`src/logic/permPkg.sv`:
```
package permPkg;

    // Vector geometry
    localparam int VEC_WIDTH  = 128;
    localparam int ADDR_WIDTH = 7;   // log2 of VEC_WIDTH
    localparam int NUM_PERMS  = 6;   // Orderings of the three swap variables

    // Result word fields
    localparam int SUM_WIDTH   = 48;
    localparam int COUNT_WIDTH = 13;

    // Squared overlap of one permutation, up to 128 * 128
    localparam int scoreWidth = 15;

    // Kind of the word sitting in the input holding register
    typedef enum logic [1:0] {
        KIND_NONE,
        KIND_BOT,
        KIND_TOP
    } permKind_t;

    // Output word, shared by results and top acknowledgements
    typedef struct packed {
        logic [2:0]             reserved;  // Always zero, bit 63 was ECC status
        logic [COUNT_WIDTH-1:0] count;     // Nonzero overlaps
        logic [SUM_WIDTH-1:0]   sum;       // Sum of squared overlaps
    } resultWord_t;

endpackage

```
`src/logic/OpenCLFullPermutationPipeline.sv`:
```
`timescale 1ns/1ps

module OpenCLFullPermutationPipeline #(
    parameter int INIT_CYCLES = 16,
    parameter int FIFO_DEPTH  = 8
) (
    input  logic                 clock,
    input  logic                 resetn,
    input  logic                 botValid,
    output logic                 botReady,
    input  logic                 startNewTop,  // Word on the bot lines is a new top
    input  logic [63:0]          botLower,
    input  logic [63:0]          botUpper,
    output logic                 resultValid,
    input  logic                 resultReady,
    output permPkg::resultWord_t result
);
    import permPkg::*;

    logic [VEC_WIDTH-1:0] heldWord;
    permKind_t            heldKind;
    logic                 rst;
    logic                 initialized;
    logic [VEC_WIDTH-1:0] top;
    logic                 stallInput;
    logic                 ackValid;
    logic                 creditOk;
    logic                 resultAvailable;
    logic                 topLoad;
    logic                 botWrite;
    logic                 grab;
    resultWord_t          fifoHead;

    // One deep input register, lets botReady go high long before startup ends
    always_ff @(posedge clock) begin
        if (!resetn) begin
            heldKind <= KIND_NONE;
        end else if (botReady) begin
            if (!botValid) begin
                heldKind <= KIND_NONE;
            end else if (startNewTop) begin
                heldKind <= KIND_TOP;
            end else begin
                heldKind <= KIND_BOT;
            end
        end
    end

    always_ff @(posedge clock) begin
        if (botReady) begin
            heldWord <= {botUpper, botLower};
        end
    end

    assign botReady = ((heldKind == KIND_NONE) && !rst)
                   || (creditOk && initialized && !stallInput);

    assign topLoad  = botReady && (heldKind == KIND_TOP);
    assign botWrite = botReady && (heldKind == KIND_BOT);
    assign grab     = resultReady && resultAvailable;

    resetNormalizer #(.INIT_CYCLES(INIT_CYCLES)) rstNormalizer (
        .clock      (clock),
        .resetn     (resetn),
        .rst        (rst),
        .initialized(initialized)
    );

    topManager #(.FIFO_DEPTH(FIFO_DEPTH)) topMngr (
        .clock     (clock),
        .rst       (rst),
        .topWord   (heldWord),
        .topLoad   (topLoad),
        .botIn     (botWrite),
        .botOut    (grab),
        .ackTaken  (resultReady),
        .top       (top),
        .stallInput(stallInput),
        .ackValid  (ackValid)
    );

    fullPermutationPipeline #(.FIFO_DEPTH(FIFO_DEPTH)) permPipeline (
        .clock          (clock),
        .rst            (rst),
        .top            (top),
        .bot            (heldWord),
        .botWrite       (botWrite),
        .grab           (grab),
        .creditOk       (creditOk),
        .resultAvailable(resultAvailable),
        .result         (fifoHead)
    );

    // Ack only shows once the pipeline has drained, so no conflict with the FIFO head
    assign resultValid = resultAvailable || ackValid;
    assign result      = ackValid ? '0 : fifoHead;

endmodule

```
`src/logic/fullPermutationPipeline.sv`:
```
`timescale 1ns/1ps

module fullPermutationPipeline #(
    parameter int FIFO_DEPTH = 8
) (
    input  logic                          clock,
    input  logic                          rst,
    input  logic [permPkg::VEC_WIDTH-1:0] top,
    input  logic [permPkg::VEC_WIDTH-1:0] bot,
    input  logic                          botWrite,
    input  logic                          grab,
    output logic                          creditOk,
    output logic                          resultAvailable,
    output permPkg::resultWord_t          result
);
    import permPkg::*;

    localparam int FREE_W = $clog2(FIFO_DEPTH + 1);
    localparam int STAGES = 4;  // Three scorer stages plus the add stage

    // Source address of bit addr under ordering p of the three low address bits
    function automatic logic [ADDR_WIDTH-1:0] permAddr(input logic [ADDR_WIDTH-1:0] addr,
                                                       input int p);
        logic [ADDR_WIDTH-4:0] hi;
        logic [2:0]            lo;
        hi = addr[ADDR_WIDTH-1:3];
        lo = addr[2:0];
        case (p)
            0:       permAddr = {hi, lo[2], lo[1], lo[0]};
            1:       permAddr = {hi, lo[2], lo[0], lo[1]};
            2:       permAddr = {hi, lo[1], lo[2], lo[0]};
            3:       permAddr = {hi, lo[1], lo[0], lo[2]};
            4:       permAddr = {hi, lo[0], lo[2], lo[1]};
            default: permAddr = {hi, lo[0], lo[1], lo[2]};
        endcase
    endfunction

    logic [NUM_PERMS-1:0][scoreWidth-1:0] scores;
    logic [NUM_PERMS-1:0]                 nonzeros;
    logic [STAGES-1:0]                    validPipe;
    logic [FREE_W-1:0]                    freeSlots;
    logic [FREE_W-1:0]                    stageCount;
    logic [SUM_WIDTH-1:0]                 sumNext;
    logic [COUNT_WIDTH-1:0]               countNext;
    resultWord_t                          addWord;

    for (genvar p = 0; p < NUM_PERMS; p++) begin : g_perm
        logic [VEC_WIDTH-1:0] permBot;

        always_comb begin
            for (int a = 0; a < VEC_WIDTH; a++) begin
                permBot[a] = bot[permAddr(ADDR_WIDTH'(a), p)];
            end
        end

        permutationScorer scorer (
            .clock  (clock),
            .rst    (rst),
            .top    (top),
            .bot    (permBot),
            .score  (scores[p]),
            .nonzero(nonzeros[p])
        );
    end

    // Add stage
    always_comb begin
        sumNext   = '0;
        countNext = '0;
        for (int p = 0; p < NUM_PERMS; p++) begin
            sumNext   = sumNext + SUM_WIDTH'(scores[p]);
            countNext = countNext + COUNT_WIDTH'(nonzeros[p]);
        end
    end

    always_ff @(posedge clock) begin
        addWord.reserved <= '0;
        addWord.count    <= countNext;
        addWord.sum      <= sumNext;
    end

    // Valid bits travel beside the scorer data
    always_ff @(posedge clock) begin
        if (rst) begin
            validPipe <= '0;
        end else begin
            validPipe <= {validPipe[STAGES-2:0], botWrite};
        end
    end

    resultFifo #(.FIFO_DEPTH(FIFO_DEPTH)) queue (
        .clock    (clock),
        .rst      (rst),
        .push     (validPipe[STAGES-1]),
        .pushData (addWord),
        .pop      (grab),
        .head     (result),
        .notEmpty (resultAvailable),
        .freeSlots(freeSlots)
    );

    // Every bot in the stages already owns a FIFO slot
    always_comb begin
        stageCount = '0;
        for (int s = 0; s < STAGES; s++) begin
            stageCount = stageCount + FREE_W'(validPipe[s]);
        end
    end

    assign creditOk = (freeSlots > stageCount);

endmodule

```
`src/logic/permutationScorer.sv`:
```
`timescale 1ns/1ps

module permutationScorer (
    input  logic                           clock,
    input  logic                           rst,
    input  logic [permPkg::VEC_WIDTH-1:0]  top,
    input  logic [permPkg::VEC_WIDTH-1:0]  bot,
    output logic [permPkg::scoreWidth-1:0] score,
    output logic                           nonzero
);
    import permPkg::*;

    localparam int NUM_GROUPS = VEC_WIDTH / 8;
    localparam int GROUP_W    = 4;                       // 0 to 8
    localparam int POP_W      = $clog2(VEC_WIDTH + 1);   // 0 to 128

    logic [VEC_WIDTH-1:0]               overlap;
    logic [NUM_GROUPS-1:0][GROUP_W-1:0] groupNext;
    logic [NUM_GROUPS-1:0][GROUP_W-1:0] groupCount;
    logic [POP_W-1:0]                   popNext;
    logic [POP_W-1:0]                   popCount;

    assign overlap = top & bot;

    // Stage one, byte wide popcounts
    always_comb begin
        for (int g = 0; g < NUM_GROUPS; g++) begin
            groupNext[g] = '0;
            for (int b = 0; b < 8; b++) begin
                groupNext[g] = groupNext[g] + GROUP_W'(overlap[g*8 + b]);
            end
        end
    end

    // Stage two, adder tree over the groups
    always_comb begin
        popNext = '0;
        for (int g = 0; g < NUM_GROUPS; g++) begin
            popNext = popNext + POP_W'(groupCount[g]);
        end
    end

    always_ff @(posedge clock) begin
        if (rst) begin
            groupCount <= '0;
            popCount   <= '0;
            score      <= '0;
            nonzero    <= 1'b0;
        end else begin
            groupCount <= groupNext;
            popCount   <= popNext;
            // Stage three
            score      <= scoreWidth'(popCount) * scoreWidth'(popCount);
            nonzero    <= (popCount != '0);
        end
    end

endmodule

```
`src/logic/resetNormalizer.sv`:
```
`timescale 1ns/1ps

module resetNormalizer #(
    parameter int INIT_CYCLES = 16
) (
    input  logic clock,
    input  logic resetn,
    output logic rst,
    output logic initialized
);

    localparam int CNT_W = $clog2(INIT_CYCLES + 1);

    logic [CNT_W-1:0] initCount;

    // Internal active high reset, one cycle behind resetn
    always_ff @(posedge clock) begin
        rst <= !resetn;
    end

    // Startup delay so the input side stays closed for a while after reset
    always_ff @(posedge clock) begin
        if (rst) begin
            initCount   <= '0;
            initialized <= 1'b0;
        end else if (!initialized) begin
            initCount <= initCount + 1'b1;
            if (initCount == CNT_W'(INIT_CYCLES - 1)) begin
                initialized <= 1'b1;  // Stays up until next reset
            end
        end
    end

endmodule

```
`src/logic/resultFifo.sv`:
```
`timescale 1ns/1ps

module resultFifo #(
    parameter int FIFO_DEPTH = 8
) (
    input  logic                               clock,
    input  logic                               rst,
    input  logic                               push,
    input  permPkg::resultWord_t               pushData,
    input  logic                               pop,
    output permPkg::resultWord_t               head,
    output logic                               notEmpty,
    output logic [$clog2(FIFO_DEPTH+1)-1:0]    freeSlots
);
    import permPkg::*;

    localparam int PTR_W = $clog2(FIFO_DEPTH);
    localparam int CNT_W = $clog2(FIFO_DEPTH + 1);

    resultWord_t      mem [FIFO_DEPTH];
    logic [PTR_W-1:0] wrPtr;
    logic [PTR_W-1:0] rdPtr;
    logic [CNT_W-1:0] occupancy;
    logic             doPush;
    logic             doPop;

    assign doPop  = pop && notEmpty;
    assign doPush = push && ((freeSlots != '0) || doPop);  // Full queue still takes a push on pop

    // Storage
    always_ff @(posedge clock) begin
        if (doPush) begin
            mem[wrPtr] <= pushData;
        end
    end

    // Pointers wrap on their own, depth is a power of two
    always_ff @(posedge clock) begin
        if (rst) begin
            wrPtr     <= '0;
            rdPtr     <= '0;
            occupancy <= '0;
        end else begin
            if (doPush) begin
                wrPtr <= wrPtr + 1'b1;
            end
            if (doPop) begin
                rdPtr <= rdPtr + 1'b1;
            end
            occupancy <= occupancy + CNT_W'(doPush) - CNT_W'(doPop);
        end
    end

    assign head      = mem[rdPtr];  // Show-ahead read
    assign notEmpty  = (occupancy != '0);
    assign freeSlots = CNT_W'(FIFO_DEPTH) - occupancy;

endmodule

```
`src/logic/topManager.sv`:
```
`timescale 1ns/1ps

module topManager #(
    parameter int FIFO_DEPTH = 8
) (
    input  logic                          clock,
    input  logic                          rst,
    input  logic [permPkg::VEC_WIDTH-1:0] topWord,
    input  logic                          topLoad,
    input  logic                          botIn,
    input  logic                          botOut,
    input  logic                          ackTaken,
    output logic [permPkg::VEC_WIDTH-1:0] top,
    output logic                          stallInput,
    output logic                          ackValid
);
    import permPkg::*;

    // Bots in flight never exceed the pipeline credit, which is bounded by the FIFO
    localparam int CNT_W = $clog2(FIFO_DEPTH + 1);

    typedef enum logic [1:0] {
        TOP_IDLE,
        TOP_DRAIN,
        TOP_ACK
    } topState_t;

    topState_t            state;
    logic [CNT_W-1:0]     inFlight;
    logic [VEC_WIDTH-1:0] pendingTop;

    // Bots entered minus results delivered
    always_ff @(posedge clock) begin
        if (rst) begin
            inFlight <= '0;
        end else begin
            inFlight <= inFlight + CNT_W'(botIn) - CNT_W'(botOut);
        end
    end

    // New top is held aside until every older bot has been scored with the old one
    always_ff @(posedge clock) begin
        if (topLoad) begin
            pendingTop <= topWord;
        end
    end

    always_ff @(posedge clock) begin
        if (rst) begin
            state <= TOP_IDLE;
            top   <= '0;
        end else begin
            case (state)
                TOP_IDLE: begin
                    if (topLoad) begin
                        state <= TOP_DRAIN;
                    end
                end
                TOP_DRAIN: begin
                    if (inFlight == '0) begin
                        top   <= pendingTop;  // Pipeline empty, safe to swap
                        state <= TOP_ACK;
                    end
                end
                TOP_ACK: begin
                    if (ackTaken) begin
                        state <= TOP_IDLE;
                    end
                end
                default: state <= TOP_IDLE;
            endcase
        end
    end

    assign stallInput = (state != TOP_IDLE);
    assign ackValid   = (state == TOP_ACK);  // Zero word stands in for the top's result

endmodule

```
`config.mk`:
```
export PLATFORM = sky130hd
export DESIGN_NAME = OpenCLFullPermutationPipeline
export DESIGN_NICKNAME = d
export VERILOG_FILES = /design/src/logic/permPkg.sv /design/src/logic/OpenCLFullPermutationPipeline.sv /design/src/logic/fullPermutationPipeline.sv /design/src/logic/permutationScorer.sv /design/src/logic/resetNormalizer.sv /design/src/logic/resultFifo.sv /design/src/logic/topManager.sv
export SDC_FILE = /design/constraint.sdc
export NUM_CORES = 2
export LEC_CHECK = 0
export BUFFER_PORTS_ARGS = -buffer_cell sky130_fd_sc_hd__buf_2
export CELL_PAD_IN_SITES_DETAIL_PLACEMENT = 0
export CELL_PAD_IN_SITES_GLOBAL_PLACEMENT = 1
export CORE_UTILIZATION = 53
export DETAILED_ROUTE_END_ITERATION = 10
export PLACE_DENSITY = 0.93
export SETUP_SLACK_MARGIN = 0.1
export SKIP_LAST_GASP = 1
export SYNTH_ARGS = -nofsm -noshare
export SYNTH_HDL_FRONTEND = slang
export SYNTH_HIERARCHICAL = 1
export SYNTH_SLANG_ARGS = --single-unit
```
`constraint.sdc`:
```
create_clock -name clock -period 15.3 [get_ports clock]
set_input_delay 0.765 -clock clock [delete_from_list [all_inputs] [get_ports clock]]
set_output_delay 0.765 -clock clock [all_outputs]
set_load 0.005 [all_outputs]
```
After elaboration in Yosys (flattened, before gate mapping)
Memories as Yosys holds them, arrays and structs flattened. A register that Yosys moved wholly into a read port is not among the register bits.
Cells that the tools add are included.
{ "totals": {"regBits": 967, "mem_bits_rw": 208, "input_bits": 133, "output_inout_bits": 66, "word_cells": 975, "n_memories": 1} }
{ "classes": {"n_addsub": 783, "multipliers": 6, "n_lt_le_gt_ge": 1, "eq_ne": 8, "n_mux": 13, "n_bitwise": 6, "n_reduce_logical": 28} }
{ "memory_table": {"columns": ["memory", "words", "word_bits", "rd", "rd_clocked_by_memory_dff", "write_ports", "line_no", "text"], "rows": [
  ["permPipeline.queue.mem", 8, 26, 1, 1, 1, "resultFifo.sv:20", "resultWord_t mem [FIFO_DEPTH];"]
]} }
{ "op_table": {"columns": ["operator", "count"], "rows": [
  ["4-bit by 1-bit adder with 4-bit output", 386],
  ["128-bit AND", 6],
  ["8-bit by 4-bit adder with 8-bit output", 66],
  ["3-bit by 1-bit adder with 4-bit output", 98],
  ["2-bit by 1-bit adder with 3-bit output", 98],
  ["1-bit by 1-bit adder with 2-bit output", 98],
  ["8-bit by 8-bit multiplier with 15-bit output", 6],
  ["64-bit 2-to-1 mux", 1],
  ["7-bit by 4-bit adder with 8-bit output", 6],
  ["8-bit nonzero test", 6],
  ["6-bit by 4-bit adder with 7-bit output", 6],
  ["5-bit by 4-bit adder with 6-bit output", 6],
  ["4-bit by 4-bit adder with 5-bit output", 6],
  ["19-bit by 15-bit adder with 20-bit output", 1],
  ["18-bit by 15-bit adder with 19-bit output", 1],
  ["17-bit by 15-bit adder with 18-bit output", 1],
  ["16-bit by 15-bit adder with 17-bit output", 1],
  ["15-bit by 15-bit adder with 16-bit output", 1],
  ["2-bit 2-to-1 mux", 5],
  ["1-bit logical AND", 8],
  ["4-bit nonzero test", 2],
  ["4-bit by 1-bit subtractor with 4-bit output", 2],
  ["3-bit by 1-bit adder with 3-bit output, second input constant", 2],
  ["5-bit by 1-bit adder with 6-bit output", 1],
  ["19 further kinds", 31]
]} }

Longest topological paths before layout
{ "logic_depth": {"ltp_word": 15, "depth_mapped": 21} }

Modules after synthesis
The synthesis kept the hierarchy.
{ "by_module_without_submodules": {"columns": ["module", "instances", "cells_each", "area_per_inst_um2", "seq_area_each_um2"], "rows": [
  ["permutationScorer (permPipeline.g_perm[0].scorer ...)", 3, 881, 8604.5, 1741.7],
  ["resultFifo", 1, 824, 19969.2, 15635.0],
  ["topManager", 1, 720, 10018.4, 6526.3],
  ["permutationScorer (permPipeline.g_perm[4].scorer)", 1, 881, 8579.5, 1741.7],
  ["permutationScorer (permPipeline.g_perm[3].scorer)", 1, 881, 8574.5, 1741.7],
  ["permutationScorer (permPipeline.g_perm[5].scorer)", 1, 877, 8555.7, 1741.7],
  ["OpenCLFullPermutationPipeline", 1, 214, 4404.2, 3883.7],
  ["fullPermutationPipeline", 1, 416, 3572.2, 500.5],
  ["resetNormalizer", 1, 28, 294.0, 140.1]
]} }

Least setup slack after synthesis
No wires, ideal clock.
{ "synth_path": {"path_kind": "flip-flop to flip-flop", "start": "register permPipeline.validPipe[0]", "end": "register topMngr.pendingTop[0], enable pin", "arrival_ns": 11.298, "required_time_ns": 14.499, "setup_slack_ns": 3.201, "stages_incl_launch_ff": 14, "path_cell_list": "dfxtp_1 > ha_1 > inv_1 > fa_1 > inv_1 > ha_1 > inv_1 > ha_1 > a21o_1 > a21oi_1 > a31oi_1 > or2_2 > nand3b_1 > nor3b_1"} }
{ "synth_via": {"elab_chain_cells": 8} }
{ "synth_lines": {"columns": ["element", "line_no", "text"], "rows": [
  ["from (decl)", "fullPermutationPipeline.sv:40", "logic [STAGES-1:0] validPipe;"],
  ["from (signal assigned)", "fullPermutationPipeline.sv:87", "validPipe <= {validPipe[STAGES-2:0], botWrite};"],
  ["1-bit by 1-bit adder with 2-bit output", "fullPermutationPipeline.sv:106", "stageCount = stageCount + FREE_W'(validPipe[s]);"],
  ["2-bit by 1-bit adder with 3-bit output", "fullPermutationPipeline.sv:106", null],
  ["3-bit by 1-bit adder with 4-bit output", "fullPermutationPipeline.sv:106", null],
  ["4-bit > comparator", "fullPermutationPipeline.sv:110", "assign creditOk = (freeSlots > stageCount);"],
  ["net creditOk", "OpenCLFullPermutationPipeline.sv:27", "logic creditOk;"],
  ["1-bit logical AND (2 in a row)", "OpenCLFullPermutationPipeline.sv:56", "|| (creditOk && initialized && !stallInput);"],
  ["1-bit logical OR", "OpenCLFullPermutationPipeline.sv:56", null],
  ["1-bit logical AND", "OpenCLFullPermutationPipeline.sv:58", "assign topLoad = botReady && (heldKind == KIND_TOP);"],
  ["net topLoad", "OpenCLFullPermutationPipeline.sv:29", "logic topLoad;"],
  ["to (signal assigned)", "topManager.sv:44", "pendingTop <= topWord;"],
  ["to (decl)", "topManager.sv:30", "logic [VEC_WIDTH-1:0] pendingTop;"]
]} }
The timed path passes the listed nets, and every way through them passes these cells.
A chain may end at the register's enable or synchronous reset.

Worst setup path in the final report
{ "layout_path": {"start": "register permPipeline/g_perm[4].scorer/groupCount[1] (netlist bit)", "end": "register permPipeline.g_perm[4].scorer.popCount[7]"} }
{ "layout_via": {"elab_chain_cells": 15} }
{ "layout_lines": {"columns": ["element", "line_no", "text"], "rows": [
  ["from (decl)", "permutationScorer.sv:19", "logic [NUM_GROUPS-1:0][GROUP_W-1:0] groupCount;"],
  ["from (signal assigned)", "permutationScorer.sv:50", "groupCount <= groupNext;"],
  ["4-bit by 4-bit adder with 5-bit output", "permutationScorer.sv:39", "popNext = popNext + POP_W'(groupCount[g]);"],
  ["5-bit by 4-bit adder with 6-bit output", "permutationScorer.sv:39", null],
  ["6-bit by 4-bit adder with 7-bit output", "permutationScorer.sv:39", null],
  ["7-bit by 4-bit adder with 8-bit output", "permutationScorer.sv:39", null],
  ["8-bit by 4-bit adder with 8-bit output (11 in a row)", "permutationScorer.sv:39", null],
  ["to (signal assigned)", "permutationScorer.sv:51", "popCount <= popNext;"],
  ["to (decl)", "permutationScorer.sv:21", "logic [POP_W-1:0] popCount;"]
]} }
Every way passes these cells.

==> metrics.md <==
| Metric | Value |
|---|---|
| Status | `finished, final reports clean` |
| Ports | `199` |
| Post-synth design cell area | `89,800 µm²` |
| CP bufs+invs | `5` |
| WL final | `198,000 µm` |
| Final net count | `9,689` |
| Diode count | `0` |
| Most frequent cell on the critical path | `fa_1` |
| Busiest layer in global routing | `met2` |
| DR iter-0 viols | `3,160` |
| Final Hold Viols | `0` |
| Clock skew | `39.5 ps` |
| Crit path DAT | `6460 ps` |
| Number of synthesized flops with an enable pin | `768` |
| Setup ws final | `9520 ps` |
| Worst min-delay path startpoint | `botUpper[26]` |
| CP startpoint | `permPipeline/g_perm[4].scorer/groupCount[1]` |
| Worst-path clk slew | `60 ps` |
| Met1 Use GR | `30.2%` |
| Post-route DRC | `0` |
| Register bit total from synthesis | `1,471` |
| Filler Cells Inserted | `13,200` |
| Clk sinks | `1,471` |
| Fin crit share | `37.8%` |
| Place WS | `9560 ps` |
| Gr ovfl total | `0` |
| Critical path required time | `15,980 ps` |
| Met3 Usage GRT | `3.18%` |
| Syn Inst Count | `7,484` |
| CTS Buf Count | `157` |
| Area growth syn-to-layout | `10.7%` |
| Initial antenna violation count | `2` |
| Count of max-cap constraint violations | `0` |
| Root buffer cell | `clkbuf_16` |
| Register area | `37,100 µm²` |
| CP Cell Sequence | `fa_1 -> inv_1 -> fa_1 -> inv_1 -> ha_1 -> fa_1 -> xnor2_1 -> fa_1 -> inv_1 -> fa_1 -> inv_1 -> fa_1 -> fa_1 -> inv_1 -> ha_1 -> a21o_1 -> a21oi_1 -> o21bai_1 -> o311ai_0` |
| Share of cells above drive strength 1 | `9.15%` |
| First-pass GRT wire length | `313,000 µm` |
| Average wire per standard cell | `19.1 µm` |
| Top post-synthesis cells by area | `edfxtp_1 26%, fa_1 20%, dfxtp_1 16%` |
| # setup viols final | `0` |
| Max-slew violation count | `0` |
| CTS tree | `done` |
| CTS resizes | `0` |
| Setup bufs post-CTS | `0` |
| Die W | `414 µm` |
| Drt pass-1 iters | `5` |
| Die height | `414 µm` |
| DRT antenna net count | `0` |
| Largest net degree at the start of global routing | `235` |
| Fin crit period | `5780 ps` |
| Asr flop ratio synth | `0%` |
| Core area | `168,000 µm²` |
| CP top delay family | `adder cells` |
| Main synth FF type | `edfxtp_1` |
| Final Util | `59.3%` |
| Worst hold path class | `in -> reg` |
| CTS max path bufs | `3` |
| PortBufs | `198` |
| Leak pwr | `44.3 nW` |
| GRT Total Usage | `23.9%` |
| Crit-path slowest cell | `fa_1` |
| Worst path max stage delay | `610 ps` |
| Worst Path Max Fanout | `2` |
| Setup crit end kind | `flop` |
| Clk Latency, worst-skew pair | `820 ps` |
| Via density per instance | `5.10` |
| FF-to-FF Start | `permPipeline/g_perm[4].scorer/groupCount[1]` |
| Slew Limit Headroom | `19.1%` |
| Synth area leader | `edfxtp_1` |
| VDD IR max | `119 µV` |
| Slew at the pin with the worst max-slew slack | `1210 ps` |
| Area fraction of the dominant cell type after synthesis | `25.7%` |
| RSZ-0062 raised after global routing | `false` |
| Post-Route Setup TNS | `0 ps` |
| Die ar. | `171,000 µm²` |
| Number of global-route vias before repair | `56,500` |
| FMAX | `0.173 GHz` |
| Multi-input logic area | `48,300 µm²` |
| Post-synth cell types | `82` |
| Sequential share of the synthesized area | `41.4%` |
| Hold_buf cts | `0` |
| CTS HTree Levels | `4` |
| CP Class | `reg -> reg` |
| RD Place Congestion | `0.910` |
| YS warnings | `6` |
| Core Rows | `150` |
| Dpl hpwl | `148,000 µm` |
| CP startpoint kind | `flop` |
| Via count | `52,800` |
| Average size of a mapped cell | `12.0 µm²` |
| PwrDens | `88.4 nW/µm²` |
| M2 GR Usage | `41.7%` |
| Initial Util | `53.6%` |
-- sequential cells by signal, summed over array words and instances (netlist names), named ones only --
| register | count |
|---|---|
| permPipeline/validPipe | 4 |
| permPipeline/queue/occupancy | 4 |
| rstNormalizer/initCount | 5 |
| permPipeline/queue/mem | 512 |
| topMngr/top | 128 |
| permPipeline/g_perm.scorer/score | 84 |
| heldWord | 128 |
| topMngr/state | 2 |
| permPipeline/g_perm.scorer/nonzero | 6 |
| permPipeline/addWord | 21 |
| permPipeline/g_perm.scorer/popCount | 48 |
| rstNormalizer/rst | 1 |
| heldKind | 2 |
| topMngr/inFlight | 4 |
| permPipeline/queue/rdPtr | 3 |
| permPipeline/g_perm.scorer/groupCount | 384 |
| topMngr/pendingTop | 128 |
| permPipeline/queue/wrPtr | 3 |
| rstNormalizer/initialized | 1 |
-- report_power, final --
part	internal, W	switching (W)
sequential	0.00420	0.0000968
combinational	0.000323	0.000298
clock	0.00223	0.00164
total	0.00675	0.00204
-- cells by family (layout without fill, tap and decap cells) --
family	Yosys count	count (layout)	share of synthesized area, %
compound gates	460	460	3.33
xor+xnor	237	237	2.31
buf+inv	1420	1755	6.38
mux	332	332	5.59
other cells	7	350	0.0293
fa+ha+maj	1525	1525	28.7
flops	1471	1471	41.4
simple gates	2032	2032	12.3
-- cells in the final DEF (no fill, tap or decap), types with 27 or more instances in the layout --
cell | netlist | routed
buf_2 | 13 | 198
mux2i_1 | 131 | 131
fa_1 | 886 | 886
clkbuf_16 | 0 | 164
mux2_2 | 73 | 73
dfxtp_1 | 703 | 699
nand2b_1 | 275 | 275
mux4_2 | 128 | 128
and2_1 | 487 | 487
edfxtp_1 | 768 | 768
buf_4 | 12 | 32
ha_1 | 639 | 639
xnor2_1 | 162 | 162
nor2_1 | 262 | 260
o21bai_1 | 28 | 28
xor2_1 | 75 | 75
o21ai_0 | 44 | 44
a21o_1 | 57 | 57
nor3b_1 | 126 | 125
a21oi_1 | 191 | 191
nand2_1 | 481 | 481
clkbuf_1 | 103 | 28
conb_1 | 7 | 350
nor2b_1 | 296 | 295
inv_1 | 1234 | 1233
o21ai_1 | 27 | 27
-- layout make-up --
cell class,instances,area share [%]
Clock buffer,204,4.39
Tap cell,2204,2.77
Multi-Input combinational cell,4936,48.6
Sequential cell,1471,37.4
Clock inverter,86,0.969
Timing Repair Buffer,231,1.26
Inverter,1234,4.67
-- worst reg2reg max path: cells and delay by family (launching register included) --
kind	cells	cell delay, ps
buffers and inverters	5	270
adders and majority gates	9	4050
xor gates and xnor gates	1	160
AOI/OAI and AO/OA	4	840
DFF	1	330
-- layer usage --
metal	part of all wire, %	up-vias
met5	0.0061	-
met4	3.6	2
met3	4.3	316
met2	50	1134
met1	42	26500
li1	-	24800
-- cell usage after synthesis, types with 103 or more instances --
library cell	n
nor2b_1	296
xnor2_1	162
edfxtp_1	768
ha_1	639
nor3b_1	126
nand2_1	481
clkbuf_1	103
mux2i_1	131
and2_1	487
inv_1	1234
a21oi_1	191
fa_1	886
nand2b_1	275
mux4_2	128
dfxtp_1	703
nor2_1	262
-- stage by stage --
stage / std cells / instance area (µm²) / hold WS [ps] / power (W)
3_3_place_gp: 10100 / 94100 / 453 / 0.00498
3_5_place_dp: 10100 / 94100 / 465 / 0.00500
2_1_floorplan: 7827 / 91100 / 421 / 0.00482
4_1_cts: 10400 / 99400 / 46.4 / 0.00889
6_report: 10400 / 99400 / 118 / 0.00879
5_1_grt: 10400 / 99400 / 69.8 / 0.00911
-- worst paths after layout --
| kind | endpoint | slack, ps | cells after the start |
|---|---|---|---|
| max | permPipeline/g_perm[4].scorer/popCount[7] | 9520 | 19 |
| min | heldWord[90] | 120 | 1 |
| max reg2reg | permPipeline/g_perm[4].scorer/popCount[7] | 9520 | 19 |
| min reg2reg | permPipeline/validPipe[3] | 470 | 2 |
(Power assumes the default switching activity.)
